$ cat src/logic/rv_config.svh
`ifndef RV_CONFIG_SVH
`define RV_CONFIG_SVH

// data path and address width
`define XLEN 32

// address of the first fetch after reset
`define RESET_PC 32'h0000_0000

// instruction queue entries, power of two
`define QUEUE_DEPTH 4

`endif

$ cat src/logic/rvIsaPkg.sv
`include "rv_config.svh"

package rvIsaPkg;

    typedef logic [`XLEN-1:0] wordT;    // data and addresses
    typedef logic [31:0]      instrT;
    typedef logic [4:0]       regIdxT;

    // supported major opcodes
    typedef enum logic [6:0] {
        OPC_OP     = 7'b0110011,
        OPC_OP_IMM = 7'b0010011,
        OPC_LUI    = 7'b0110111,
        OPC_AUIPC  = 7'b0010111,
        OPC_JAL    = 7'b1101111,
        OPC_JALR   = 7'b1100111,
        OPC_BRANCH = 7'b1100011,
        OPC_SYSTEM = 7'b1110011
    } opcodeE;

    typedef enum logic [3:0] {
        ALU_ADD,
        ALU_SUB,
        ALU_SLL,
        ALU_SLT,
        ALU_SLTU,
        ALU_XOR,
        ALU_SRL,
        ALU_SRA,
        ALU_OR,
        ALU_AND,
        ALU_PASSB    // operand b straight through, for LUI
    } aluOpE;

    typedef enum logic [2:0] {IMM_I, IMM_S, IMM_B, IMM_U, IMM_J} immKindE;

    // nine kinds, so one bit wider than funct3
    typedef enum logic [3:0] {
        BR_NONE, BR_JAL, BR_JALR, BR_EQ, BR_NE, BR_LT, BR_GE, BR_LTU, BR_GEU
    } branchKindE;

    typedef enum logic {A_REG, A_PC} aSrcE;

    typedef enum logic [1:0] {B_REG, B_IMM, B_FOUR} bSrcE;

endpackage

$ cat src/logic/rvPipePkg.sv
package rvPipePkg;

    import rvIsaPkg::*;

    // one fetched word and where it came from
    typedef struct packed {
        wordT  pc;
        instrT instr;
    } fetchPacketT;

    // decoded control bundle
    typedef struct packed {
        regIdxT     rd;
        regIdxT     rs1;
        regIdxT     rs2;
        immKindE    immKind;
        aSrcE       aSrc;
        bSrcE       bSrc;
        aluOpE      aluOp;
        branchKindE branchKind;
        logic       regWrite;
        logic       isHalt;     // ECALL
    } ctrlT;

    typedef struct packed {
        logic valid;
        wordT target;
    } redirectT;

    // one retired register write
    typedef struct packed {
        wordT   pc;
        regIdxT rd;
        wordT   data;
    } wbTraceT;

endpackage

$ cat src/logic/aluUnit.sv
`timescale 1ns/100ps

module aluUnit import rvIsaPkg::*; (
    input  wordT  a,
    input  wordT  b,
    input  aluOpE op,
    output wordT  result,
    output logic  isZero,
    output logic  lessSigned,
    output logic  lessUnsigned
);

    wordT       diff;
    logic       borrow;
    logic [4:0] shamt;

    assign {borrow, diff} = {1'b0, a} - {1'b0, b};
    assign shamt          = b[4:0];

    // flags for branch resolution, all from a - b
    assign isZero       = (diff == '0);
    assign lessUnsigned = borrow;
    assign lessSigned   = (a[$bits(wordT)-1] != b[$bits(wordT)-1]) ?
                          a[$bits(wordT)-1] : diff[$bits(wordT)-1];

    always_comb begin
        case (op)
            ALU_ADD:   result = a + b;
            ALU_SUB:   result = diff;
            ALU_SLL:   result = a << shamt;
            ALU_SLT:   result = wordT'(lessSigned);
            ALU_SLTU:  result = wordT'(lessUnsigned);
            ALU_XOR:   result = a ^ b;
            ALU_SRL:   result = a >> shamt;
            ALU_SRA:   result = $signed(a) >>> shamt;   // sign fill
            ALU_OR:    result = a | b;
            ALU_AND:   result = a & b;
            ALU_PASSB: result = b;
            default:   result = '0;
        endcase
    end

endmodule

$ cat src/logic/controlUnit.sv
`timescale 1ns/100ps

module controlUnit import rvIsaPkg::*, rvPipePkg::*; (
    input  instrT instr,
    output ctrlT  ctrl
);

    logic [2:0] funct3;
    logic       altBit;     // funct7 bit 5

    assign funct3 = instr[14:12];
    assign altBit = instr[30];

    // shared by register and immediate ALU forms
    function automatic aluOpE decodeAluOp(input logic [2:0] f3, input logic alt);
        case (f3)
            3'b000:  return alt ? ALU_SUB : ALU_ADD;
            3'b001:  return ALU_SLL;
            3'b010:  return ALU_SLT;
            3'b011:  return ALU_SLTU;
            3'b100:  return ALU_XOR;
            3'b101:  return alt ? ALU_SRA : ALU_SRL;
            3'b110:  return ALU_OR;
            default: return ALU_AND;
        endcase
    endfunction

    always_comb begin
        ctrl            = '0;
        ctrl.rd         = instr[11:7];
        ctrl.rs1        = instr[19:15];
        ctrl.rs2        = instr[24:20];
        ctrl.immKind    = IMM_I;
        ctrl.aSrc       = A_REG;
        ctrl.bSrc       = B_REG;
        ctrl.aluOp      = ALU_ADD;
        ctrl.branchKind = BR_NONE;

        case (opcodeE'(instr[6:0]))
            OPC_OP: begin
                ctrl.aluOp    = decodeAluOp(funct3, altBit);
                ctrl.regWrite = 1'b1;
            end
            OPC_OP_IMM: begin
                // bit 30 is part of the immediate except for SRAI
                ctrl.aluOp    = decodeAluOp(funct3, altBit && funct3 == 3'b101);
                ctrl.bSrc     = B_IMM;
                ctrl.regWrite = 1'b1;
            end
            OPC_LUI: begin
                ctrl.immKind  = IMM_U;
                ctrl.bSrc     = B_IMM;
                ctrl.aluOp    = ALU_PASSB;
                ctrl.regWrite = 1'b1;
            end
            OPC_AUIPC: begin
                ctrl.immKind  = IMM_U;
                ctrl.aSrc     = A_PC;
                ctrl.bSrc     = B_IMM;
                ctrl.regWrite = 1'b1;
            end
            OPC_JAL, OPC_JALR: begin
                ctrl.immKind    = (instr[3]) ? IMM_J : IMM_I;   // bit 3 set only for JAL
                ctrl.aSrc       = A_PC;     // alu builds the link value pc + 4
                ctrl.bSrc       = B_FOUR;
                ctrl.branchKind = (instr[3]) ? BR_JAL : BR_JALR;
                ctrl.regWrite   = 1'b1;
            end
            OPC_BRANCH: begin
                ctrl.immKind = IMM_B;
                ctrl.aluOp   = ALU_SUB;
                case (funct3)
                    3'b000:  ctrl.branchKind = BR_EQ;
                    3'b001:  ctrl.branchKind = BR_NE;
                    3'b100:  ctrl.branchKind = BR_LT;
                    3'b101:  ctrl.branchKind = BR_GE;
                    3'b110:  ctrl.branchKind = BR_LTU;
                    3'b111:  ctrl.branchKind = BR_GEU;
                    default: ctrl.branchKind = BR_NONE;
                endcase
            end
            OPC_SYSTEM: begin
                ctrl.isHalt = (instr[31:7] == '0);  // ECALL only
            end
            default: ;  // unsupported opcodes retire as no-ops
        endcase
    end

endmodule

$ cat src/logic/executeStage.sv
`timescale 1ns/100ps

module executeStage import rvIsaPkg::*, rvPipePkg::*; (
    input  logic        clk,
    input  logic        arstN,
    input  logic        empty,
    input  fetchPacketT headPacket,
    output logic        pop,
    output redirectT    redirect,
    output logic        wbValid,
    output wbTraceT     wbTrace,
    output logic        halted
);

    ctrlT  ctrl;
    wordT  imm;
    wordT  rd1, rd2;
    wordT  opA, opB;
    wordT  aluResult;
    logic  isZero, lessSigned, lessUnsigned;
    logic  taken;
    wordT  target;
    logic  [31:0] ir;

    assign ir = headPacket.instr;

    // hold off while the queue is being flushed, and after ECALL
    assign pop = !empty && !halted && !redirect.valid;

    controlUnit controlUnit_inst (.instr(headPacket.instr), .ctrl(ctrl));

    regFile regFile_inst (
        .clk(clk), .arstN(arstN),
        .rs1(ctrl.rs1), .rs2(ctrl.rs2), .rd1(rd1), .rd2(rd2),
        .we(pop && ctrl.regWrite), .wrIdx(ctrl.rd), .wrData(aluResult)
    );

    always_comb begin
        case (ctrl.immKind)
            IMM_S:   imm = {{20{ir[31]}}, ir[31:25], ir[11:7]};
            IMM_B:   imm = {{19{ir[31]}}, ir[31], ir[7], ir[30:25], ir[11:8], 1'b0};
            IMM_U:   imm = {ir[31:12], 12'b0};
            IMM_J:   imm = {{11{ir[31]}}, ir[31], ir[19:12], ir[20], ir[30:21], 1'b0};
            default: imm = {{20{ir[31]}}, ir[31:20]};
        endcase
    end

    assign opA = (ctrl.aSrc == A_PC) ? headPacket.pc : rd1;
    assign opB = (ctrl.bSrc == B_IMM) ? imm : (ctrl.bSrc == B_FOUR) ? wordT'(4) : rd2;

    aluUnit aluUnit_inst (
        .a(opA), .b(opB), .op(ctrl.aluOp), .result(aluResult),
        .isZero(isZero), .lessSigned(lessSigned), .lessUnsigned(lessUnsigned)
    );

    always_comb begin
        case (ctrl.branchKind)
            BR_JAL, BR_JALR: taken = 1'b1;
            BR_EQ:   taken = isZero;
            BR_NE:   taken = !isZero;
            BR_LT:   taken = lessSigned;
            BR_GE:   taken = !lessSigned;
            BR_LTU:  taken = lessUnsigned;
            BR_GEU:  taken = !lessUnsigned;
            default: taken = 1'b0;
        endcase
    end

    // jalr target has bit 0 cleared
    assign target = (ctrl.branchKind == BR_JALR) ? ((rd1 + imm) & ~wordT'(1))
                                                 : headPacket.pc + imm;

    always_ff @(posedge clk or negedge arstN) begin
        if (!arstN) begin
            redirect <= '0;
            wbValid  <= 1'b0;
            halted   <= 1'b0;
        end else begin
            redirect.valid  <= pop && taken;    // one-cycle pulse
            redirect.target <= target;
            wbValid         <= pop && ctrl.regWrite && ctrl.rd != '0;
            halted          <= halted || (pop && ctrl.isHalt);
        end
    end

    always_ff @(posedge clk) begin
        if (pop) begin
            wbTrace.pc   <= headPacket.pc;
            wbTrace.rd   <= ctrl.rd;
            wbTrace.data <= aluResult;
        end
    end

endmodule

$ cat src/logic/fetchUnit.sv
`timescale 1ns/100ps
`include "rv_config.svh"

module fetchUnit import rvIsaPkg::*, rvPipePkg::*; (
    input  logic        clk,
    input  logic        arstN,
    input  redirectT    redirect,
    input  logic        full,
    output logic        imemReq,
    output wordT        imemAddr,
    input  logic        imemAck,
    input  instrT       imemData,
    output logic        push,
    output fetchPacketT pushPacket
);

    typedef enum logic [1:0] {IDLE, REQ, RELEASE} fetchStateE;

    fetchStateE state;
    wordT       pc;         // next address to fetch
    logic       stale;      // word in flight was requested before a redirect
    logic       keepWord;

    assign imemReq  = (state == REQ);
    assign keepWord = imemAck && !stale && !redirect.valid;

    always_ff @(posedge clk or negedge arstN) begin
        if (!arstN) begin
            state    <= IDLE;
            pc       <= `RESET_PC;
            imemAddr <= `RESET_PC;
            stale    <= 1'b0;
            push     <= 1'b0;
        end else begin
            push <= 1'b0;
            case (state)
                IDLE: begin
                    // back-pressure: no new request while the queue is full
                    if (!full && !redirect.valid) begin
                        imemAddr <= pc;
                        state    <= REQ;
                    end
                end
                REQ: begin
                    if (imemAck) begin
                        push  <= keepWord;
                        stale <= 1'b0;
                        state <= RELEASE;
                    end else if (redirect.valid) begin
                        stale <= 1'b1;  // finish the transfer, drop the word
                    end
                end
                RELEASE: begin
                    if (!imemAck) begin
                        state <= IDLE;
                    end
                end
                default: state <= IDLE;
            endcase

            if (redirect.valid) begin
                pc <= redirect.target;
            end else if (state == REQ && keepWord) begin
                pc <= imemAddr + wordT'(4);
            end
        end
    end

    always_ff @(posedge clk) begin
        if (state == REQ && imemAck) begin
            pushPacket.pc    <= imemAddr;
            pushPacket.instr <= imemData;
        end
    end

endmodule

$ cat src/logic/instrQueue.sv
`timescale 1ns/100ps
`include "rv_config.svh"

module instrQueue import rvPipePkg::*; (
    input  logic        clk,
    input  logic        arstN,
    input  logic        push,
    input  fetchPacketT pushPacket,
    input  logic        pop,
    input  logic        flush,
    output logic        full,
    output logic        empty,
    output fetchPacketT headPacket
);

    localparam int PTR_W = $clog2(`QUEUE_DEPTH);
    localparam logic [PTR_W:0] DEPTH = `QUEUE_DEPTH;

    fetchPacketT      mem [`QUEUE_DEPTH];
    logic [PTR_W-1:0] wrPtr;
    logic [PTR_W-1:0] rdPtr;
    logic [PTR_W:0]   count;
    logic             doPush;
    logic             doPop;

    assign full   = (count == DEPTH);
    assign empty  = (count == '0);
    assign doPush = push && !full && !flush;   // flush wins over push
    assign doPop  = pop && !empty && !flush;

    assign headPacket = mem[rdPtr];

    always_ff @(posedge clk or negedge arstN) begin
        if (!arstN) begin
            wrPtr <= '0;
            rdPtr <= '0;
            count <= '0;
        end else if (flush) begin
            wrPtr <= '0;
            rdPtr <= '0;
            count <= '0;
        end else begin
            if (doPush) wrPtr <= wrPtr + 1'b1;    // wraps at depth
            if (doPop)  rdPtr <= rdPtr + 1'b1;
            if (doPush && !doPop) begin
                count <= count + 1'b1;
            end else if (doPop && !doPush) begin
                count <= count - 1'b1;
            end
        end
    end

    always_ff @(posedge clk) begin
        if (doPush) mem[wrPtr] <= pushPacket;
    end

endmodule

$ cat src/logic/regFile.sv
`timescale 1ns/100ps

module regFile import rvIsaPkg::*; (
    input  logic   clk,
    input  logic   arstN,
    input  regIdxT rs1,
    input  regIdxT rs2,
    output wordT   rd1,
    output wordT   rd2,
    input  logic   we,
    input  regIdxT wrIdx,
    input  wordT   wrData
);

    wordT regs [32];

    // x0 is hardwired
    assign rd1 = (rs1 == '0) ? '0 : regs[rs1];
    assign rd2 = (rs2 == '0) ? '0 : regs[rs2];

    always_ff @(posedge clk or negedge arstN) begin
        if (!arstN) begin
            for (int i = 0; i < 32; i++) regs[i] <= '0;
        end else if (we && wrIdx != '0) begin
            regs[wrIdx] <= wrData;
        end
    end

endmodule

$ cat src/logic/rvCore.sv
`timescale 1ns/100ps

module rvCore import rvIsaPkg::*, rvPipePkg::*; (
    input  logic    clk,
    input  logic    arstN,
    output logic    imemReq,
    output wordT    imemAddr,
    input  logic    imemAck,
    input  instrT   imemData,
    output logic    wbValid,
    output wbTraceT wbTrace,
    output logic    halted
);

    redirectT    redirect;
    logic        full, empty;
    logic        push, pop;
    fetchPacketT pushPacket;
    fetchPacketT headPacket;

    fetchUnit fetchUnit_inst (
        .clk(clk), .arstN(arstN), .redirect(redirect), .full(full),
        .imemReq(imemReq), .imemAddr(imemAddr), .imemAck(imemAck), .imemData(imemData),
        .push(push), .pushPacket(pushPacket)
    );

    // redirect doubles as the queue flush
    instrQueue instrQueue_inst (
        .clk(clk), .arstN(arstN), .push(push), .pushPacket(pushPacket),
        .pop(pop), .flush(redirect.valid), .full(full), .empty(empty),
        .headPacket(headPacket)
    );

    executeStage executeStage_inst (
        .clk(clk), .arstN(arstN), .empty(empty), .headPacket(headPacket),
        .pop(pop), .redirect(redirect), .wbValid(wbValid), .wbTrace(wbTrace),
        .halted(halted)
    );

endmodule

$ cat config.mk
export PLATFORM = sky130hd
export DESIGN_NAME = rvCore
export DESIGN_NICKNAME = d
export VERILOG_FILES = /design/src/logic/rvIsaPkg.sv /design/src/logic/rvPipePkg.sv /design/src/logic/aluUnit.sv /design/src/logic/controlUnit.sv /design/src/logic/executeStage.sv /design/src/logic/fetchUnit.sv /design/src/logic/instrQueue.sv /design/src/logic/regFile.sv /design/src/logic/rvCore.sv
export VERILOG_INCLUDE_DIRS = /design/src /design/src/logic
export SDC_FILE = /design/constraint.sdc
export NUM_CORES = 2
export LEC_CHECK = 0
export BUFFER_PORTS_ARGS = -buffer_cell sky130_fd_sc_hd__buf_2
export CORE_UTILIZATION = 30
export DETAILED_ROUTE_END_ITERATION = 16
export SYNTH_ARGS = -nofsm -noshare
export SYNTH_HDL_FRONTEND = slang
export SYNTH_SLANG_ARGS = --single-unit
$ cat constraint.sdc
create_clock -name clk -period 27 [get_ports clk]
set_clock_uncertainty 0.05 [all_clocks]
set_input_delay 8.1 -clock clk [delete_from_list [all_inputs] [get_ports clk]]
set_output_delay 8.1 -clock clk [all_outputs]
set_load 0.02 [all_outputs]
==> impl_metrics.ini <==
[critical_path]
critical_path_buf_inv_count = 3
reg2reg_depth = 32
wp_data_required_ns = 27.64
worst_path_slowest_cell = sky130_fd_sc_hd__a221oi_1
crit_path_max_incr_delay_ns = 1.14
cpMostUsedCell = sky130_fd_sc_hd__nand4_1
critical_path_arrival_ns = 13.02
critical_path_depth = 32
worstReg2RegEnd = executeStage_inst.redirect[32]$_DFF_PN0_
start_kind = flip-flop
timing.critical_path.to_type = flip-flop
r2r-start = instrQueue_inst.rdPtr[1]$_DFFE_PN0P_
cp_max_fo = 55
critPathKind = flip-flop to flip-flop
critical_path.startpoint = instrQueue_inst.rdPtr[1]$_DFFE_PN0P_
reg2reg_slack_ns = 14.62
cp_top_family = compound AO/OA/AOI/OAI gates
crit_end = executeStage_inst.redirect[32]$_DFF_PN0_

[detailed_routing]
detailroute.via_count = 68660
detailedRoute.firstIterationViolations = 9184
route.detailed.vias_per_inst = 5.875
postRouteWirelength_um = 348200
remaining_drc_errors = 0
wire_per_inst_um = 29.79
ant_nets = 0
drt_first_pass_iters = 7

[clocking]
cts.htree.levels = 4
cts-resized-gates = 0
cts_max_path_buffers = 3
numCtsBuffers = 165
post_cts.repair.setup_buffers = 0
clock_sink_count = 1523
cts_root_buffer = sky130_fd_sc_hd__clkbuf_16
clk-insertion-delay-late_ns = 0.85
holdBufCountCts = 0
clk_pin_slew_worst_paths_ns = 0.06
cts_tree = yes

[yosys]
avgSynthCellArea_um2 = 10.81
post-synth-top-area-fraction = 0.3306
postSynthCellCount = 7940
ys_ff_latch = 1523
mappedNetlistNets = 8145
ys.warnings.count = 0
dominantRegCellSynth = sky130_fd_sc_hd__dfrtp_1
post_synthesis_sequential_area_ratio = 0.4667
synth-async-reset-ratio = 0.7446
synth.cell_area_um2 = 85830
synth_cell_types = 111
cell_taking_the_most_area_after_synthesis = sky130_fd_sc_hd__dfrtp_1
synth_edf_count = 389
synth_top_cells_by_area = sky130_fd_sc_hd__dfrtp_1 33%, sky130_fd_sc_hd__edfxtp_1 14%, sky130_fd_sc_hd__mux4_2 12%

[layout]
mostFrequentLayoutCells = 1,131 x sky130_fd_sc_hd__dfrtp_1, 895 x sky130_fd_sc_hd__nand2_1, 852 x sky130_fd_sc_hd__nor2_1
post_route_cells_drive_above_1_share = 0.1762
area_grow_syn2layout_pct = 11.43
mostFrequentLayoutCell = sky130_fd_sc_hd__dfrtp_1
fillCellCount = 28250
layout.nets = 7980

[job]
maxCapViolations = 0

[global_routing]
grt-ovfl-total = 0
maximum_number_of_pins_on_one_net_before_global_route_repair = 158
initial_antenna_violation_count = 21
grt_pass1_vias = 66270
wire_length_of_the_first_global_routing_pass_um = 494300
groute.usage.overall = 0.2379

[sta]
slew_violations = 0
final_hold_vio_count = 0
grt_setup_unrepaired = no
max-slew-margin-rel = 0.1103
finalSetupTns_ns = 0
finalSetupViolations = 0
worst-slew-pin-transition_ns = 1.330
maximum_operating_frequency_ghz = 0.08075
post-route-min-period_ns = 12.38
min_period_over_period = 0.4586

[place]
io_buffer_count = 138
globalplace.congestion = 1.002
hpwl_um = 236200

[worst_hold_path]
hold_path_depth = 0
hold_removal_path_class = flip-flop to flip-flop

[outcome]
outcome = completed

[floorplanning]
fp.dieH_um = 536.9
rows = 196
number_of_top_level_pins = 139
design.core.area_um2 = 284700
die_area_um2 = 288200
initial_core_util = 0.3015
die_x_um = 536.9
## state kept, by name (all words and copies together) (netlist names)
name	flops
executeStage_inst.regFile_inst.regs	1024
instrQueue_inst.mem	256
executeStage_inst.wbTrace	69
fetchUnit_inst.pushPacket	64
executeStage_inst.redirect	33
fetchUnit_inst.imemAddr	32
fetchUnit_inst.pc	32
instrQueue_inst.count	3
fetchUnit_inst.state	2
instrQueue_inst.rdPtr	2
instrQueue_inst.wrPtr	2
executeStage_inst.halted	1
executeStage_inst.wbValid	1
fetchUnit_inst.push	1
fetchUnit_inst.stale	1
## worst min path at each step
stage,from,end
floorplan,executeStage_inst.regFile_inst.regs[1001]$_DFFE_PN0P_,executeStage_inst.regFile_inst.regs[1001]$_DFFE_PN0P_
detailed placement,executeStage_inst.regFile_inst.regs[1001]$_DFFE_PN0P_,executeStage_inst.regFile_inst.regs[1001]$_DFFE_PN0P_
CTS,executeStage_inst.regFile_inst.regs[1001]$_DFFE_PN0P_,executeStage_inst.regFile_inst.regs[1001]$_DFFE_PN0P_
global route,executeStage_inst.regFile_inst.regs[1013]$_DFFE_PN0P_,executeStage_inst.regFile_inst.regs[1013]$_DFFE_PN0P_
global placement,executeStage_inst.regFile_inst.regs[1005]$_DFFE_PN0P_,executeStage_inst.regFile_inst.regs[1005]$_DFFE_PN0P_
finish,executeStage_inst.regFile_inst.regs[1013]$_DFFE_PN0P_,executeStage_inst.regFile_inst.regs[1013]$_DFFE_PN0P_
## cell usage after synthesis, types with 14 or more instances
cell type / n
sky130_fd_sc_hd__a211oi_1: 28
sky130_fd_sc_hd__a21o_1: 50
sky130_fd_sc_hd__a21oi_1: 785
sky130_fd_sc_hd__a221oi_1: 42
sky130_fd_sc_hd__a22o_1: 14
sky130_fd_sc_hd__a22oi_1: 88
sky130_fd_sc_hd__a31oi_1: 86
sky130_fd_sc_hd__a32oi_1: 34
sky130_fd_sc_hd__and2_1: 44
sky130_fd_sc_hd__and3_1: 43
sky130_fd_sc_hd__buf_1: 28
sky130_fd_sc_hd__buf_2: 172
sky130_fd_sc_hd__buf_4: 70
sky130_fd_sc_hd__buf_6: 29
sky130_fd_sc_hd__clkbuf_1: 380
sky130_fd_sc_hd__dfrtp_1: 1134
sky130_fd_sc_hd__edfxtp_1: 389
sky130_fd_sc_hd__ha_1: 164
sky130_fd_sc_hd__inv_1: 160
sky130_fd_sc_hd__mux2_2: 163
sky130_fd_sc_hd__mux2_4: 30
sky130_fd_sc_hd__mux2i_1: 393
sky130_fd_sc_hd__mux4_1: 19
sky130_fd_sc_hd__mux4_2: 462
sky130_fd_sc_hd__nand2_1: 898
sky130_fd_sc_hd__nand2b_1: 28
sky130_fd_sc_hd__nand3_1: 182
sky130_fd_sc_hd__nand4_1: 44
sky130_fd_sc_hd__nor2_1: 881
sky130_fd_sc_hd__nor2b_1: 44
sky130_fd_sc_hd__nor3_1: 59
sky130_fd_sc_hd__nor4_1: 18
sky130_fd_sc_hd__o211ai_1: 25
sky130_fd_sc_hd__o21a_1: 19
sky130_fd_sc_hd__o21ai_0: 363
sky130_fd_sc_hd__o21ai_1: 73
sky130_fd_sc_hd__o21bai_1: 33
sky130_fd_sc_hd__o221ai_1: 33
sky130_fd_sc_hd__o22ai_1: 25
sky130_fd_sc_hd__o31ai_1: 28
sky130_fd_sc_hd__or3_1: 19
sky130_fd_sc_hd__xnor2_1: 75
sky130_fd_sc_hd__xor2_1: 52
## area by class of cell
type | count | area, µm² | area share
inverter | 167 | 631.9 | 0.006607
clock buffer | 247 | 4830 | 0.05050
clock inverter | 57 | 678.2 | 0.007091
tap | 3762 | 4707 | 0.04922
multi-input combinational | 5565 | 42360 | 0.4429
timing repair buffer | 353 | 2340 | 0.02446
antenna | 12 | 30.03 | 0.0003140
sequential | 1523 | 40070 | 0.4189
## through the flow
| step | util | instance area, µm² | worst slack [ns] | hold slack, ns | cells |
|---|---|---|---|---|---|
| 2_1_floorplan | - | 85830 | 17.10 | 0.3746 | 7940 |
| 6_report | 0.3359 | 95640 | 14.62 | 0.3302 | 11690 |
| 4_1_cts | 0.3358 | 95610 | 14.99 | 0.3271 | 11670 |
| 3_5_place_dp | 0.3165 | 90100 | 15.02 | 0.3145 | 11370 |
| 5_1_grt | 0.3358 | 95610 | 14.20 | 0.3351 | 11680 |
| 3_3_place_gp | 0.3165 | 90100 | 15.22 | 0.3109 | 11370 |
## worst reg2reg max path: cells and delay by family, from the launching register on
family	cells	cell delay, ns
buffers and inverters	3	1.74
DFF	1	0.85
AOI/OAI and AO/OA	12	4.07
muxes	4	1.77
adders and majority gates	2	0.99
and+or+nand+nor	11	2.79
## logic make-up (layout without fill, tap and decap cells)
family	Yosys count	after routing	share of synthesized area
xor gates and xnor gates	127	127	0.01296
other	0	12	0
buffers and inverters	852	824	0.04636
and+or+nand+nor	2316	2316	0.1150
adders and majority gates	170	170	0.02531
AOI/OAI and AO/OA	1881	1881	0.1335
DFF	1523	1523	0.4667
muxes	1071	1071	0.2002
## routing by layer
metal,track usage,part of all wire
met5,0,0.00039
met3,0.06309,0.11
met2,0.3549,0.43
met4,0.1369,0.066
met1,0.3111,0.40
Power is not shown: default switching activity piles up to over one toggle a cycle in this logic, so the estimate is an artifact.
